`src/hdl/spi_proto_pkg.sv`:
```
`default_nettype none

package spi_proto_pkg;

    // command byte layout
    localparam int CMD_WE_BIT      = 7;
    localparam int CMD_TARGET_LSB  = 4;
    localparam int CMD_ADDR_HIGH_W = 4;

    typedef enum logic [1:0] {
        TARGET_CSR  = 2'b00,
        TARGET_PROM = 2'b10
    } cmd_target_t;

    // fixed bytes shifted back while the header is received
    localparam logic [7:0] REPLY_CMD       = 8'hCC;
    localparam logic [7:0] REPLY_CSR_ADDR  = 8'hAD;
    localparam logic [7:0] REPLY_PROM_MID  = 8'hA0;
    localparam logic [7:0] REPLY_PROM_LOW  = 8'hA1;
    localparam logic [7:0] REPLY_PROM_DATA = 8'hDD;

    typedef enum logic [2:0] {
        IDLE,
        CSR_ADDR,
        CSR_DATA,
        CSR_RESPOND,
        PROM_MID,
        PROM_LOW,
        PROM_DATA
    } bridge_state_t;

    typedef struct packed {
        logic [11:0] addr;
        logic [7:0]  unused;
    } csr_view_t;

    // one address register, seen as a register address or a word address
    typedef union packed {
        csr_view_t   csr_view;
        logic [19:0] prom_view;
    } bridge_addr_u;

endpackage

`default_nettype wire

```
`src/hdl/csr_map_pkg.sv`:
```
`default_nettype none

package csr_map_pkg;

    localparam int NUM_CH       = 8;
    localparam int NUM_SPDIF_IN = 3;
    localparam int NUM_RATE     = 5;

    localparam int CSR_ADDR_W = 12;

    // flattened bus widths
    localparam int VOL_W  = NUM_CH * 32;
    localparam int RATE_W = NUM_SPDIF_IN * NUM_RATE;

    // volume block, four bytes per channel, byte 0 is bits 7:0
    localparam logic [CSR_ADDR_W-1:0] VOL_BASE  = 12'h000;
    localparam int                    VOL_SPAN  = NUM_CH * 4;
    localparam int                    VOL_OFF_W = $clog2(VOL_SPAN);

    // rate block, one byte per input
    localparam logic [CSR_ADDR_W-1:0] RATE_BASE  = 12'h100;
    localparam int                    RATE_OFF_W = $clog2(NUM_SPDIF_IN);

endpackage

`default_nettype wire

```
`src/hdl/spi_trx.sv`:
```
`default_nettype none

module spi_trx (
    input  logic       clk,
    input  logic       rst_n_i,
    input  logic       sck_i,
    input  logic       mosi_i,
    input  logic       ss_n_i,
    output logic       miso_o,
    output logic [7:0] rx_data_o,
    output logic       rx_valid_o,
    input  logic [7:0] tx_data_i,
    input  logic       tx_load_i,
    output logic       frame_end_o
);

    // two sync stages, the third flop is only for edge detection
    logic [2:0] sck_sr;
    logic [2:0] ss_sr;
    logic [1:0] mosi_sr;
    logic       sck_rise;
    logic       sck_fall;
    logic       ss_n_s;
    logic [2:0] bit_cnt;
    logic [7:0] rx_shift;
    logic [7:0] tx_shift;
    logic [7:0] tx_pending;

    assign sck_rise    = sck_sr[1] & ~sck_sr[2];
    assign sck_fall    = ~sck_sr[1] & sck_sr[2];
    assign ss_n_s      = ss_sr[1];
    assign frame_end_o = ss_sr[1] & ~ss_sr[2];

    always_ff @(posedge clk) begin
        if (!rst_n_i) begin
            sck_sr     <= 3'b000;
            ss_sr      <= 3'b111;
            bit_cnt    <= 3'd0;
            rx_valid_o <= 1'b0;
        end else begin
            sck_sr     <= {sck_sr[1:0], sck_i};
            ss_sr      <= {ss_sr[1:0], ss_n_i};
            rx_valid_o <= 1'b0;
            if (ss_n_s) begin
                bit_cnt <= 3'd0;
            end else if (sck_rise) begin
                bit_cnt    <= bit_cnt + 3'd1;
                rx_valid_o <= (bit_cnt == 3'd7);
            end
        end
    end

    // mosi goes through the same depth as sck, so both line up
    always_ff @(posedge clk) begin
        mosi_sr <= {mosi_sr[0], mosi_i};
        if (sck_rise) begin
            rx_shift <= {rx_shift[6:0], mosi_sr[1]};
        end
    end

    assign rx_data_o = rx_shift;

    // falling edge after the last bit starts the next byte out of tx_pending
    always_ff @(posedge clk) begin
        if (ss_n_s) begin
            tx_shift   <= 8'h00;
            tx_pending <= 8'h00;
        end else begin
            if (sck_fall) begin
                if (bit_cnt == 3'd0) begin
                    tx_shift   <= tx_pending;
                    tx_pending <= 8'h00;
                end else begin
                    tx_shift <= {tx_shift[6:0], 1'b0};
                end
            end
            if (tx_load_i) begin
                tx_pending <= tx_data_i;
            end
        end
    end

    assign miso_o = tx_shift[7];

endmodule

`default_nettype wire

```
`src/hdl/csr_regs.sv`:
```
`default_nettype none

module csr_regs (
    input  logic                               clk,
    input  logic                               rst_n_i,
    input  logic [csr_map_pkg::CSR_ADDR_W-1:0] csr_addr_i,
    input  logic                               wr_i,
    input  logic [7:0]                         wr_data_i,
    output logic [7:0]                         rd_data_o,
    output logic [csr_map_pkg::VOL_W-1:0]      vol_o,
    input  logic [csr_map_pkg::RATE_W-1:0]     rate_i
);

    import csr_map_pkg::*;

    logic [CSR_ADDR_W-1:0] vol_off;
    logic [CSR_ADDR_W-1:0] rate_off;
    logic                  vol_hit;
    logic                  rate_hit;
    logic [NUM_RATE-1:0]   rate_sel;

    assign vol_off  = csr_addr_i - VOL_BASE;
    assign rate_off = csr_addr_i - RATE_BASE;

    // addresses below a base wrap to large offsets, one compare per block
    assign vol_hit  = vol_off < VOL_SPAN;
    assign rate_hit = rate_off < NUM_SPDIF_IN;

    always_ff @(posedge clk) begin
        if (!rst_n_i) begin
            vol_o <= '0;
        end else if (wr_i && vol_hit) begin
            vol_o[{vol_off[VOL_OFF_W-1:0], 3'b000} +: 8] <= wr_data_i;
        end
    end

    always_comb begin
        rate_sel  = '0;
        rd_data_o = 8'h00;
        if (vol_hit) begin
            rd_data_o = vol_o[{vol_off[VOL_OFF_W-1:0], 3'b000} +: 8];
        end else if (rate_hit) begin
            rate_sel  = rate_i[rate_off[RATE_OFF_W-1:0] * NUM_RATE +: NUM_RATE];
            rd_data_o = {{(8 - NUM_RATE){1'b0}}, rate_sel};
        end
    end

endmodule

`default_nettype wire

```
`src/hdl/csr_spi.sv`:
```
`default_nettype none

module csr_spi (
    input  logic                           clk,
    input  logic                           rst_n_i,
    input  logic                           sck_i,
    input  logic                           mosi_i,
    input  logic                           ss_n_i,
    output logic                           miso_o,
    output logic [csr_map_pkg::VOL_W-1:0]  vol_o,
    input  logic [csr_map_pkg::RATE_W-1:0] rate_i,
    output logic [31:0]                    prom_addr_o,
    output logic [31:0]                    prom_data_o,
    output logic                           prom_ack_o
);

    import spi_proto_pkg::*;
    import csr_map_pkg::*;

    logic [7:0]            rx_data;
    logic                  rx_valid;
    logic [7:0]            tx_data_q;
    logic                  tx_load_q;
    logic                  frame_end;

    bridge_state_t         state_q;
    bridge_addr_u          addr_q;
    cmd_target_t           cmd_target;
    logic                  cmd_we_q;
    logic                  cmd_seen_q;
    logic [1:0]            offset_q;
    logic [23:0]           wdata_q;
    logic                  prom_byte;

    logic [CSR_ADDR_W-1:0] csr_addr;
    logic                  csr_wr;
    logic [7:0]            csr_rd_data;

    spi_trx spi_trx_i (
        .clk         (clk),
        .rst_n_i     (rst_n_i),
        .sck_i       (sck_i),
        .mosi_i      (mosi_i),
        .ss_n_i      (ss_n_i),
        .miso_o      (miso_o),
        .rx_data_o   (rx_data),
        .rx_valid_o  (rx_valid),
        .tx_data_i   (tx_data_q),
        .tx_load_i   (tx_load_q),
        .frame_end_o (frame_end)
    );

    assign cmd_target = cmd_target_t'(rx_data[CMD_TARGET_LSB +: 2]);
    assign csr_addr   = addr_q.csr_view.addr;
    assign csr_wr     = (state_q == CSR_DATA) && rx_valid && cmd_we_q;
    assign prom_byte  = (state_q == PROM_DATA) && rx_valid;

    csr_regs csr_regs_i (
        .clk        (clk),
        .rst_n_i    (rst_n_i),
        .csr_addr_i (csr_addr),
        .wr_i       (csr_wr),
        .wr_data_i  (rx_data),
        .rd_data_o  (csr_rd_data),
        .vol_o      (vol_o),
        .rate_i     (rate_i)
    );

    always_ff @(posedge clk) begin
        if (!rst_n_i) begin
            state_q    <= IDLE;
            addr_q     <= '0;
            cmd_we_q   <= 1'b0;
            cmd_seen_q <= 1'b0;
            offset_q   <= 2'd0;
            tx_data_q  <= 8'h00;
            tx_load_q  <= 1'b0;
            prom_ack_o <= 1'b0;
        end else begin
            tx_load_q  <= 1'b0;
            prom_ack_o <= prom_byte && cmd_we_q && (offset_q == 2'd3);
            // next word address once the finished word has been acked
            if (prom_ack_o) begin
                addr_q.prom_view <= addr_q.prom_view + 20'd1;
            end
            if (frame_end) begin
                state_q    <= IDLE;
                cmd_seen_q <= 1'b0;
                offset_q   <= 2'd0;
            end else begin
                case (state_q)
                    IDLE: begin
                        // only the first byte of a frame is a command
                        if (rx_valid && !cmd_seen_q) begin
                            cmd_seen_q       <= 1'b1;
                            cmd_we_q         <= rx_data[CMD_WE_BIT];
                            addr_q.prom_view <= {rx_data[CMD_ADDR_HIGH_W-1:0], 16'h0000};
                            tx_data_q        <= REPLY_CMD;
                            tx_load_q        <= 1'b1;
                            case (cmd_target)
                                TARGET_CSR:  state_q <= CSR_ADDR;
                                TARGET_PROM: state_q <= PROM_MID;
                                default:     state_q <= IDLE;
                            endcase
                        end
                    end
                    CSR_ADDR: begin
                        if (rx_valid) begin
                            addr_q.csr_view.addr[7:0] <= rx_data;
                            tx_data_q                 <= REPLY_CSR_ADDR;
                            tx_load_q                 <= 1'b1;
                            state_q                   <= CSR_DATA;
                        end
                    end
                    CSR_DATA: begin
                        if (rx_valid) begin
                            state_q <= CSR_RESPOND;
                        end
                    end
                    CSR_RESPOND: begin
                        // reply is taken from the address before the increment
                        tx_data_q            <= csr_rd_data;
                        tx_load_q            <= 1'b1;
                        addr_q.csr_view.addr <= addr_q.csr_view.addr + 12'd1;
                        state_q              <= CSR_DATA;
                    end
                    PROM_MID: begin
                        if (rx_valid) begin
                            addr_q.prom_view[15:8] <= rx_data;
                            tx_data_q              <= REPLY_PROM_MID;
                            tx_load_q              <= 1'b1;
                            state_q                <= PROM_LOW;
                        end
                    end
                    PROM_LOW: begin
                        if (rx_valid) begin
                            addr_q.prom_view[7:0] <= rx_data;
                            tx_data_q             <= REPLY_PROM_LOW;
                            tx_load_q             <= 1'b1;
                            state_q               <= PROM_DATA;
                        end
                    end
                    PROM_DATA: begin
                        if (rx_valid) begin
                            tx_data_q <= REPLY_PROM_DATA;
                            tx_load_q <= 1'b1;
                            offset_q  <= offset_q + 2'd1;
                        end
                    end
                    default: state_q <= IDLE;
                endcase
            end
        end
    end

    // little-endian word assembly, the fourth byte completes the word
    always_ff @(posedge clk) begin
        if (prom_byte && cmd_we_q) begin
            if (offset_q == 2'd3) begin
                prom_data_o <= {rx_data, wdata_q};
                prom_addr_o <= {12'h000, addr_q.prom_view};
            end else begin
                wdata_q[{offset_q, 3'b000} +: 8] <= rx_data;
            end
        end
    end

endmodule

`default_nettype wire

```
`config.mk`:
```
export PLATFORM = sky130hd
export DESIGN_NAME = csr_spi
export DESIGN_NICKNAME = d
export VERILOG_FILES = /design/src/hdl/spi_proto_pkg.sv /design/src/hdl/csr_map_pkg.sv /design/src/hdl/spi_trx.sv /design/src/hdl/csr_regs.sv /design/src/hdl/csr_spi.sv
export SDC_FILE = /design/constraint.sdc
export NUM_CORES = 1
export LEC_CHECK = 0
export BUFFER_PORTS_ARGS = -buffer_cell sky130_fd_sc_hd__buf_2
export CAP_MARGIN = 10
export CORE_MARGIN = 4
export CORE_UTILIZATION = 55
export CTS_BUF_LIST = sky130_fd_sc_hd__clkbuf_8
export CTS_CLUSTER_SIZE = 28
export DETAILED_ROUTE_END_ITERATION = 16
export GPL_ROUTABILITY_DRIVEN = 0
export PLACE_DENSITY_LB_ADDON = 0.15
export SYNTH_ARGS = -nofsm -noshare
export SYNTH_HDL_FRONTEND = slang
export SYNTH_SLANG_ARGS = --single-unit
```
`constraint.sdc`:
```
create_clock -name clk -period 4.6 [get_ports clk]
set_input_delay 0.92 -clock clk [delete_from_list [all_inputs] [get_ports clk]]
set_output_delay 0.92 -clock clk [all_outputs]
set_load 0.02 [all_outputs]
```
# == After elaboration in Yosys (flattened, before gate mapping) ==
# Cells that the tools add are included.
# totals
reg_bits,405
in_bits,20
elab_cells,121
out_inout_bits,322
# classes
mul,1
addsub,7
muxes,32
n_reduce_logical,27
bitwise_logic,11
eq_ne,15
n_shift,6
order_cmp,2
# ops
operator,n
256-bit bitwise mux,1
"8-bit by 10-bit variable shift with 256-bit output, first input constant",1
256-bit by 9-bit indexed part select with 8-bit output,1
8-bit by 10-bit indexed part select with 256-bit output,1
8-bit two-way mux,12
20-bit two-way mux,3
8-bit one-hot mux with 6 select lines,1
24-bit bitwise mux,1
8-bit one-hot mux with 3 select lines,1
"8-bit by 7-bit variable shift with 24-bit output, first input constant",1
8-bit by 7-bit indexed part select with 24-bit output,1
3-bit one-hot mux with 7 select lines,1
"20-bit by 1-bit adder with 20-bit output, second input constant",1
8-bit one-hot mux with 2 select lines,1
3-bit two-way mux,5
15-bit by 6-bit indexed part select with 5-bit output,1
"12-bit by 1-bit adder with 12-bit output, second input constant",1
"3-bit == test, second input constant",4
"12-bit by 2-bit < comparator with 1-bit output, second input constant",1
"12-bit by 6-bit < comparator with 1-bit output, second input constant",1
"12-bit by 9-bit subtractor with 12-bit output, second input constant",1
"2-bit by 1-bit != test with 1-bit output, second input constant",5
8-bit negator with 10-bit output,1
2-bit AND reduction,5
other kinds (27),49

# == Logic depth before layout (Yosys ltp) ==
# Gate-level depths: netlist of the first run.
# depth
ltp_word,6
depth_mapped,12
depth_no_buf,7

# == Hierarchy ==
# A second synthesis of the first run with hierarchy kept.
# hier_totals
hier_cells,1730
hier_area_um2,18602.8
# modules_own_cells
module,instances,seq_area_each_um2,cells_per_inst,area_per_inst_um2
csr_regs,1,5124.9,1167,12067.8
csr_spi,1,3022.9,448,5210.0
spi_trx,1,800.8,115,1325.0

# == Worst setup path before layout of the first run ==
# Ideal clock, no wire load.
# synth_timing
kind,register to register
start,reg addr_q[8] in the netlist's numbering
end,reg csr_regs_i.vol_o[6] in the netlist's numbering
arrival_time_ns,2.900
required_ns,4.472
synth_period_minus_slack_ns,3.027
setup_time_ns,0.128
stages_incl_launch_ff,13
n_path_buf,5
setup_slack_ns,1.573
cell_sequence,dfxtp_1 -> buf_2 -> buf_4 -> clkinv_1 -> clkbuf_1 -> ha_1 -> or2_2 -> clkbuf_1 -> nor4_1 -> and4_1 -> buf_4 -> mux2i_1 -> nor2_1
# synth_between
elab_chain_len,3
word_cells_on_any_way,6
cone_classes,1 x add/sub; 1 x order compare; 2 x shift; 1 x mux; 1 x reduce/logical
# synth_lines
item,line,source
"start, declared",csr_spi.sv:27,bridge_addr_u addr_q;
8-bit negator with 10-bit output,csr_regs.sv:33,"vol_o[{vol_off[VOL_OFF_W-1:0], 3'b000} +: 8] <= wr_data_i;"
8-bit by 10-bit indexed part select with 256-bit output or 8-bit by 10-bit variable shift with 256-bit output (tied branches),csr_regs.sv:33,
256-bit bitwise mux,csr_regs.sv:33,
"end signal, assigned by index",csr_regs.sv:33,
"end, declared",csr_regs.sv:10,"output logic [csr_map_pkg::VOL_W-1:0] vol_o,"
# Parallel ways exist; a longest one is shown, timed or not.
# A chain may end at the register's enable or synchronous reset.

# == Worst setup path after layout of the first run ==
# layout_timing
start,reg addr_q[9] in the netlist's numbering
end,reg csr_regs_i.vol_o[0] in the netlist's numbering
# The elaborated chain is that of the path after synthesis.

==> impl_metrics.env, run 1 <==
export IMPL_outcome="finished, final reports clean"
export IMPL_period_share=0.703
export IMPL_crit_buf_inv=1
export IMPL_whs_ns=0.349
export IMPL_grt_pass1_vias=17400
export IMPL_hp_class="reg -> reg"
export IMPL_post_route_drc_count=0
export IMPL_nets=2316
export IMPL_antenna_found_initial=1
export IMPL_slowest_delay_ns=0.74
export IMPL_path_clk_slew_ns=0.06
export IMPL_firstDrtPassIters=6
export IMPL_p_leak_uw=0.00812
export IMPL_fin_util=0.652
export IMPL_worst_ep_required_time_ns=5.07
export IMPL_r2r_end="csr_regs_i.vol_o[0]"
export IMPL_holdPathStages=0
export IMPL_drive_above_1_share=0.244
export IMPL_design_die_area_mm2=0.0376
export IMPL_yosysWarnings=0
export IMPL_placedCellCount=2660
export IMPL_finalHoldViolCount=0
export IMPL_rows=67
export IMPL_cts_tree="built"
export IMPL_syn_inst=2030
export IMPL_vias_per_cell=6.63
export IMPL_port_buffers=329
export IMPL_grt_pass1_wl_um=108000
export IMPL_drt_wl_total_um=71700
export IMPL_r2r_start="addr_q[9]"
export IMPL_clock_latency_ns=0.61
export IMPL_setup_tns_ns=0
export IMPL_path_class="reg -> reg"
export IMPL_reg2regPathDepth=7
export IMPL_syn_area_mm2=0.0190
export IMPL_grt_max_degree=96
export IMPL_vias=18400
export IMPL_fp_dieH_um=194
export IMPL_setup_viol=0
export IMPL_synth_seq_area_share=0.471
export IMPL_crit_fanout=23
export IMPL_stdcell_count=2782
export IMPL_synth_ff_type="dfxtp_1"
export IMPL_netlist_area_leader_share=0.338
export IMPL_synth_top_area_cell="dfxtp_1"
export IMPL_routedWlPerCell_um=25.8
export IMPL_ioPinCount=342
export IMPL_initial_core_util=0.563
export IMPL_slew_headroom=0.256
export IMPL_cp_top_family="simple AND/OR/NAND/NOR gates"
export IMPL_crit_path_end_kind="register"
export IMPL_skew_ns=0.0356
export IMPL_powerDensity_mw_per_mm2=307
export IMPL_post_cts_buffers=0
export IMPL_min_period_ns=3.23
export IMPL_rsz0062_at_grt="false"
export IMPL_fmax_mhz=309
export IMPL_synth_distinct_cells=73
export IMPL_ys_ff_latch=405
export IMPL_rrSetupSlack_ns=1.37
export IMPL_irDropWorstVdd_uv=231
export IMPL_overflow=0
export IMPL_dp_hpwl_um=50000
export IMPL_n_antenna_cell=0
export IMPL_cts_max_level=3
export IMPL_min_to="spi_trx_i.mosi_sr[1]"
export IMPL_clock_path_buffers=3
export IMPL_coreArea_mm2=0.0338
export IMPL_critPathArrivalTime_ns=3.71
export IMPL_postRouteAntennaNets=0
export IMPL_area_delta_synth_final_pct=15.8
export IMPL_start_kind="register"
export IMPL_synth_edf_count=84
export IMPL_avgSynthCellArea_um2=9.37
export IMPL_cts_made_buffers=68
export IMPL_cts_hold_buffers_added=0
export IMPL_netlist_top_cells_area="dfxtp_1 (34%), edfxtp_1 (13%), mux4_2 (7.8%), a21oi_1 (6.9%), o21ai_0 (6.5%)"
export IMPL_track_usage=0.364
export IMPL_dr_first_iter_drc_count=2671
export IMPL_drv_slew=0
export IMPL_crit_chain="inv_1 > ha_1 > or4b_1 > nor4_1 > and4_1 > mux2i_1 > nor2_1"
export IMPL_nFillCells=2810
export IMPL_cts_sinks=405
export IMPL_cp_slowest_cell="or4b_1"
export IMPL_post_cts_resized=0
export IMPL_cts_root_buffer="clkbuf_8"
export IMPL_async_reset_ff_frac=0
export IMPL_worst_pin_slew_ns=1.12
export IMPL_die_width_um=194
export IMPL_max_cap_violations=0
export IMPL_hp_start="spi_trx_i.mosi_sr[0]"
==> cells in the mapped netlist (all sizes together) (16+ instances only) <==
master and n:
dfxtp 321, a21oi 264, o21ai 263, nand3 247
clkbuf 126, nor2 105, nand2 90, edfxtp 84
buf 79, mux4 66, mux2i 47, and2 46
nand4 28, a22oi 20, or3 17, nor2b 16
xnor2 16
==> cell type report <==
type,count,area (µm²),area share
Sequential cell,405,8960,0.407
Clock inverter,45,214,0.00971
Timing Repair Buffer,376,2020,0.0919
Tap cell,448,561,0.0255
Clock buffer,77,1060,0.0481
Inverter,16,65.1,0.00295
Multi-Input combinational cell,1415,9140,0.415
==> sequential cells by signal, indices dropped and copies added (netlist names) <==
register	flops
spi_trx_i.mosi_sr	2
spi_trx_i.tx_shift	8
cmd_we_q	1
tx_load_q	1
cmd_seen_q	1
offset_q	2
addr_q	20
spi_trx_i.rx_data_o	8
prom_data_o	32
spi_trx_i.ss_sr	3
spi_trx_i.bit_cnt	3
state_q	3
spi_trx_i.tx_pending	8
prom_addr_o	20
tx_data_q	8
spi_trx_i.rx_valid_o	1
spi_trx_i.sck_sr	3
wdata_q	24
prom_ack_o	1
csr_regs_i.vol_o	256
==> through the flow <==
step | setup slack, ns | power (µW) | area (µm²)
final | 1.37 | 6770 | 22000
after global routing | 1.26 | 6970 | 22000
after CTS | 1.50 | 6790 | 22000
after detailed placement | 1.52 | 3800 | 20700
after global placement | 1.61 | 3800 | 20700
after floorplan | 1.57 | 3770 | 19100
==> logic make-up after synthesis <==
group	count (synthesis)	synth area share
other	1	0.000197
and+or+nand+nor	631	0.173
DFF	405	0.471
adders and majority gates	14	0.00921
buffers and inverters	221	0.0520
muxes	117	0.105
AOI/OAI and AO/OA	615	0.175
xor gates and xnor gates	26	0.0145
==> worst max path at each step <==
stage | startpoint | endpoint | slack [ns] | cells past startpoint
6_report | addr_q[9] | csr_regs_i.vol_o[0] | 1.37 | 7
5_1_grt | addr_q[10] | csr_regs_i.vol_o[66] | 1.26 | 6
4_1_cts | addr_q[10] | csr_regs_i.vol_o[66] | 1.50 | 6
3_5_place_dp | addr_q[10] | csr_regs_i.vol_o[66] | 1.52 | 6
3_3_place_gp | addr_q[10] | csr_regs_i.vol_o[70] | 1.61 | 6
2_1_floorplan | addr_q[8] | csr_regs_i.vol_o[6] | 1.57 | 12
==> cell usage in the layout (no fill, tap or decap), types with 16 or more instances in the layout <==
master and n:
a21oi_1 263, a22oi_1 20, and2_1 45, buf_2 329, buf_4 45, clkbuf_8 77, dfxtp_1 317, edfxtp_1 84
inv_1 40, mux2i_1 47, mux4_2 66, nand2_1 89, nand3_1 247, nand4_1 27, nor2_1 101, nor2b_1 16
o21ai_0 248, or3_1 17
==> where the power goes <==
| group | switching (µW) | internal (µW) | leakage [µW] |
|---|---|---|---|
| registers | 7.28 | 3620 | 0.00323 |
| clock network | 1500 | 1550 | 0.000755 |
| logic | 82.9 | 21.4 | 0.00414 |
| total | 1590 | 5190 | 0.00812 |
==> routing by layer <==
layer / vias to the layer above / share of wire / wire length (µm) / GRT usage
met5: - / 0.00018 / 13 / 0
met4: 2 / 0.089 / 6350 / 0.255
met3: 348 / 0.13 / 9030 / 0.0895
met2: 1470 / 0.44 / 31600 / 0.556
met1: 8657 / 0.34 / 24700 / 0.456
li1: 7958 / - / - / -
No activity file was read; power rests on OpenSTA's default activity.
==> run 2: changes to the inputs <==
--- a/config.mk
+++ b/config.mk
@@ -5,10 +5,11 @@
 export SDC_FILE = /design/constraint.sdc
 export NUM_CORES = 1
 export LEC_CHECK = 0
+export ABC_AREA = 1
 export BUFFER_PORTS_ARGS = -buffer_cell sky130_fd_sc_hd__buf_2
 export CAP_MARGIN = 10
 export CORE_MARGIN = 4
-export CORE_UTILIZATION = 55
+export CORE_UTILIZATION = 52
 export CTS_BUF_LIST = sky130_fd_sc_hd__clkbuf_8
 export CTS_CLUSTER_SIZE = 28
 export DETAILED_ROUTE_END_ITERATION = 16
==> constraint.sdc (replaced) <==
create_clock -name clk -period 2.8 [get_ports clk]
set_input_delay 0.56 -clock clk [delete_from_list [all_inputs] [get_ports clk]]
set_output_delay 0.56 -clock clk [all_outputs]
set_load 0.02 [all_outputs]
==> run 2 against run 1 <==
Net effect: area after synthesis fell by 3.8%; critical path depth rose by 3; design area fell by 1.8%; sequential power rose by 64%; global-route usage fell by 2.2 points; first-iteration DRC count rose by 0.45%; critical endpoint is now tx_data_q[3].
==> impl_metrics.env, run 2 <==
export IMPL_outcome="finished, final reports clean"
export IMPL_final_common_cell="nand2_1"
export IMPL_setup_viol=0
export IMPL_hp_start="mosi_i"
export IMPL_final_cell_mix="nand2_1 (373), buf_2 (328), dfxtp_1 (319), a21oi_1 (318), o21ai_0 (303)"
export IMPL_synthAdderAreaFrac=0.00957
export IMPL_powerDensity_mw_per_mm2=513
export IMPL_cts_tree="built"
export IMPL_hp_class="in -> reg"
export IMPL_avgSynthCellArea_um2=8.00
export IMPL_finalHoldViolCount=0
export IMPL_netlist_area_leader_share=0.351
export IMPL_coreArea_mm2=0.0346
export IMPL_area_delta_synth_final_pct=18.2
export IMPL_synth_ff_type="dfxtp_1"
export IMPL_crit_buf_inv=2
export IMPL_rows=68
export IMPL_period_share=0.985
export IMPL_setup_tns_ns=0
export IMPL_slowest_delay_ns=0.47
export IMPL_die_width_um=196
export IMPL_yosysWarnings=0
export IMPL_crit_fanout=130
export IMPL_vias=18700
export IMPL_yosys_area_share_simple=0.207
export IMPL_cts_root_buffer="clkbuf_8"
export IMPL_yosysMostFrequentCell="nand2_1"
export IMPL_syn_inst=2287
export IMPL_clock_path_buffers=3
export IMPL_dp_hpwl_um=49200
export IMPL_ioPinCount=342
export IMPL_grt_pass1_vias=17000
export IMPL_largest_register_ffs=256
export IMPL_dr_first_iter_drc_count=2683
export IMPL_synth_distinct_cells=50
export IMPL_port_buffers=329
export IMPL_syn_area_mm2=0.0183
export IMPL_postRouteAntennaNets=0
export IMPL_path_clk_slew_ns=0.06
export IMPL_grt_pass1_wl_um=102000
export IMPL_min_period_ns=2.76
export IMPL_drv_slew=0
export IMPL_max_cap_violations=0
export IMPL_drt_wl_total_um=68900
export IMPL_p_leak_uw=0.00944
export IMPL_firstDrtPassIters=7
export IMPL_synth_compound_area_share=0.213
export IMPL_netlist_top_cells_area="dfxtp_1 (35%), edfxtp_1 (14%), a21oi_1 (8.7%), o21ai_0 (8.3%), nand2_1 (7.7%)"
export IMPL_startpoint="addr_q[8]"
export IMPL_skew_ns=0.0402
export IMPL_synthMuxAreaShare=0
export IMPL_cp_slowest_cell="buf_4"
export IMPL_drive_above_1_share=0.208
export IMPL_cts_sinks=405
export IMPL_fp_dieH_um=196
export IMPL_vias_per_cell=6.00
export IMPL_nets=2640
export IMPL_start_kind="register"
export IMPL_fmax_mhz=363
export IMPL_track_usage=0.343
export IMPL_initial_core_util=0.528
export IMPL_antenna_found_initial=0
export IMPL_ys_top_cells_by_count="nand2_1 (373), dfxtp_1 (321), a21oi_1 (318)"
export IMPL_clock_latency_ns=0.62
export IMPL_synth_top_area_cell="dfxtp_1"
export IMPL_reg_top3="csr_regs_i.vol_o (256), prom_data_o (32), wdata_q (24)"
export IMPL_worst_ep_required_time_ns=3.32
export IMPL_ys_ff_latch=405
export IMPL_synth_xor_area_share=0.00711
export IMPL_synth_top_family_by_area="compound AO/OA/AOI/OAI gates"
export IMPL_crit_chain="buf_16 > buf_4 > nor2_1 > o21ai_0 > nand3_1 > nand3_1 > nand3_1 > nand3_1 > nand2_1 > a21oi_1"
export IMPL_routedWlPerCell_um=22.2
export IMPL_cts_max_level=3
export IMPL_largest_register="csr_regs_i.vol_o"
export IMPL_worst_pin_slew_ns=1.08
export IMPL_cts_made_buffers=67
export IMPL_synth_edf_count=84
export IMPL_path_class="reg -> reg"
export IMPL_slew_headroom=0.279
export IMPL_n_antenna_cell=0
export IMPL_overflow=0
export IMPL_async_reset_ff_frac=0
export IMPL_grt_max_degree=238
export IMPL_irDropWorstVdd_uv=362
export IMPL_fin_util=0.625
export IMPL_critPathArrivalTime_ns=3.27
export IMPL_r2r_start="addr_q[8]"
export IMPL_post_route_drc_count=0
export IMPL_cpMostUsedCell="nand3_1"
export IMPL_synth_seq_area_share=0.489
export IMPL_design_die_area_mm2=0.0383
export IMPL_crit_path_end_kind="register"
export IMPL_cp_top_family="buffers and inverters"
run 2: cell types whose count changed in the layout (fill, tap and decap cells not counted), sizes merged, moves of 20 or more:
cell / before / now
nand2: 90 / 376
inv: 47 / 161
nor2: 105 / 205
nand3: 247 / 149
mux4: 66 / 0
a21oi: 264 / 318
o21ai: 263 / 317
mux2i: 47 / 0
and2: 46 / 0
nor3: 15 / 54
a211oi: 12 / 36
buf: 376 / 396
run 2: worst paths after layout:
kind / cells after the start / to / slack (ns)
hold reg to reg: 0 / spi_trx_i.mosi_sr[1] / 0.31
setup / recovery: 10 / tx_data_q[3] / 0.04
hold / removal: 1 / spi_trx_i.mosi_sr[0] / 0.08
setup reg to reg: 10 / tx_data_q[3] / 0.04
run 2: cell families (layout without fill, tap and decap cells):
family                   Yosys count  after routing
adder cells (fa/ha/maj)           14             14
AND/OR/NAND/NOR                  824            824
flip-flops                       405            405
XOR/XNOR                          14             14
buffers and inverters            301            658
AO/OA/AOI/OAI                    728            728
other                              1             12
run 2: layer usage:
layer | vias up | GRT usage | share of wire
met2 | 1306 | 0.512 | 0.44
li1 | 8498 | - | -
met4 | 0 | 0.205 | 0.069
met3 | 256 | 0.0835 | 0.12
met1 | 8592 | 0.451 | 0.38
met5 | - | 0 | 0
run 2: repair_timing:
action,in CTS,in global routing
buffers inserted,0,1
endpoints found under the setup margin,0,14
gates resized for setup,0,5
hold buffers,0,0
run 2: area by class of cell:
cell class / instances / area (µm²)
fillers: 3132 / 13000
repair buffers: 396 / 2230
well taps: 455 / 569
flip-flops and latches: 405 / 8950
multi-input cells: 1592 / 8070
inverters: 144 / 546
clock inverters: 40 / 181
clock buffers: 78 / 1070
run 2: report_power, final:
part,total (µW),switching [µW],internal [µW],leakage [µW]
clock,4950,2410,2540,0.000730
combinational,197,151,46.0,0.00534
sequential,5950,9.91,5940,0.00338
total,11100,2570,8530,0.00944
run 2: metrics by stage:
stage               setup slack, ns  hold WS, ns  total power (µW)  instance area [µm²]  instances
floorplan                   0.00359        0.310              6210                18400       2298
global placement              0.261        0.319              6270                20300       2991
detailed placement            0.179        0.319              6270                20300       2991
CTS                           0.159       0.0511             11100                21600       3109
global route               -0.00191       0.0717             11400                21600       3110
finish                       0.0432       0.0817             11100                21600       3110
run 2: worst reg2reg max path: stages, from the launching register on:
cell     delay (ns)
dfxtp_4        0.38
buf_16         0.37
buf_4          0.68
nor2_1         0.08
o21ai_0        0.38
nand3_1        0.17
nand3_1        0.12
nand3_1        0.08
nand3_1        0.20
nand2_1        0.09
a21oi_1        0.12
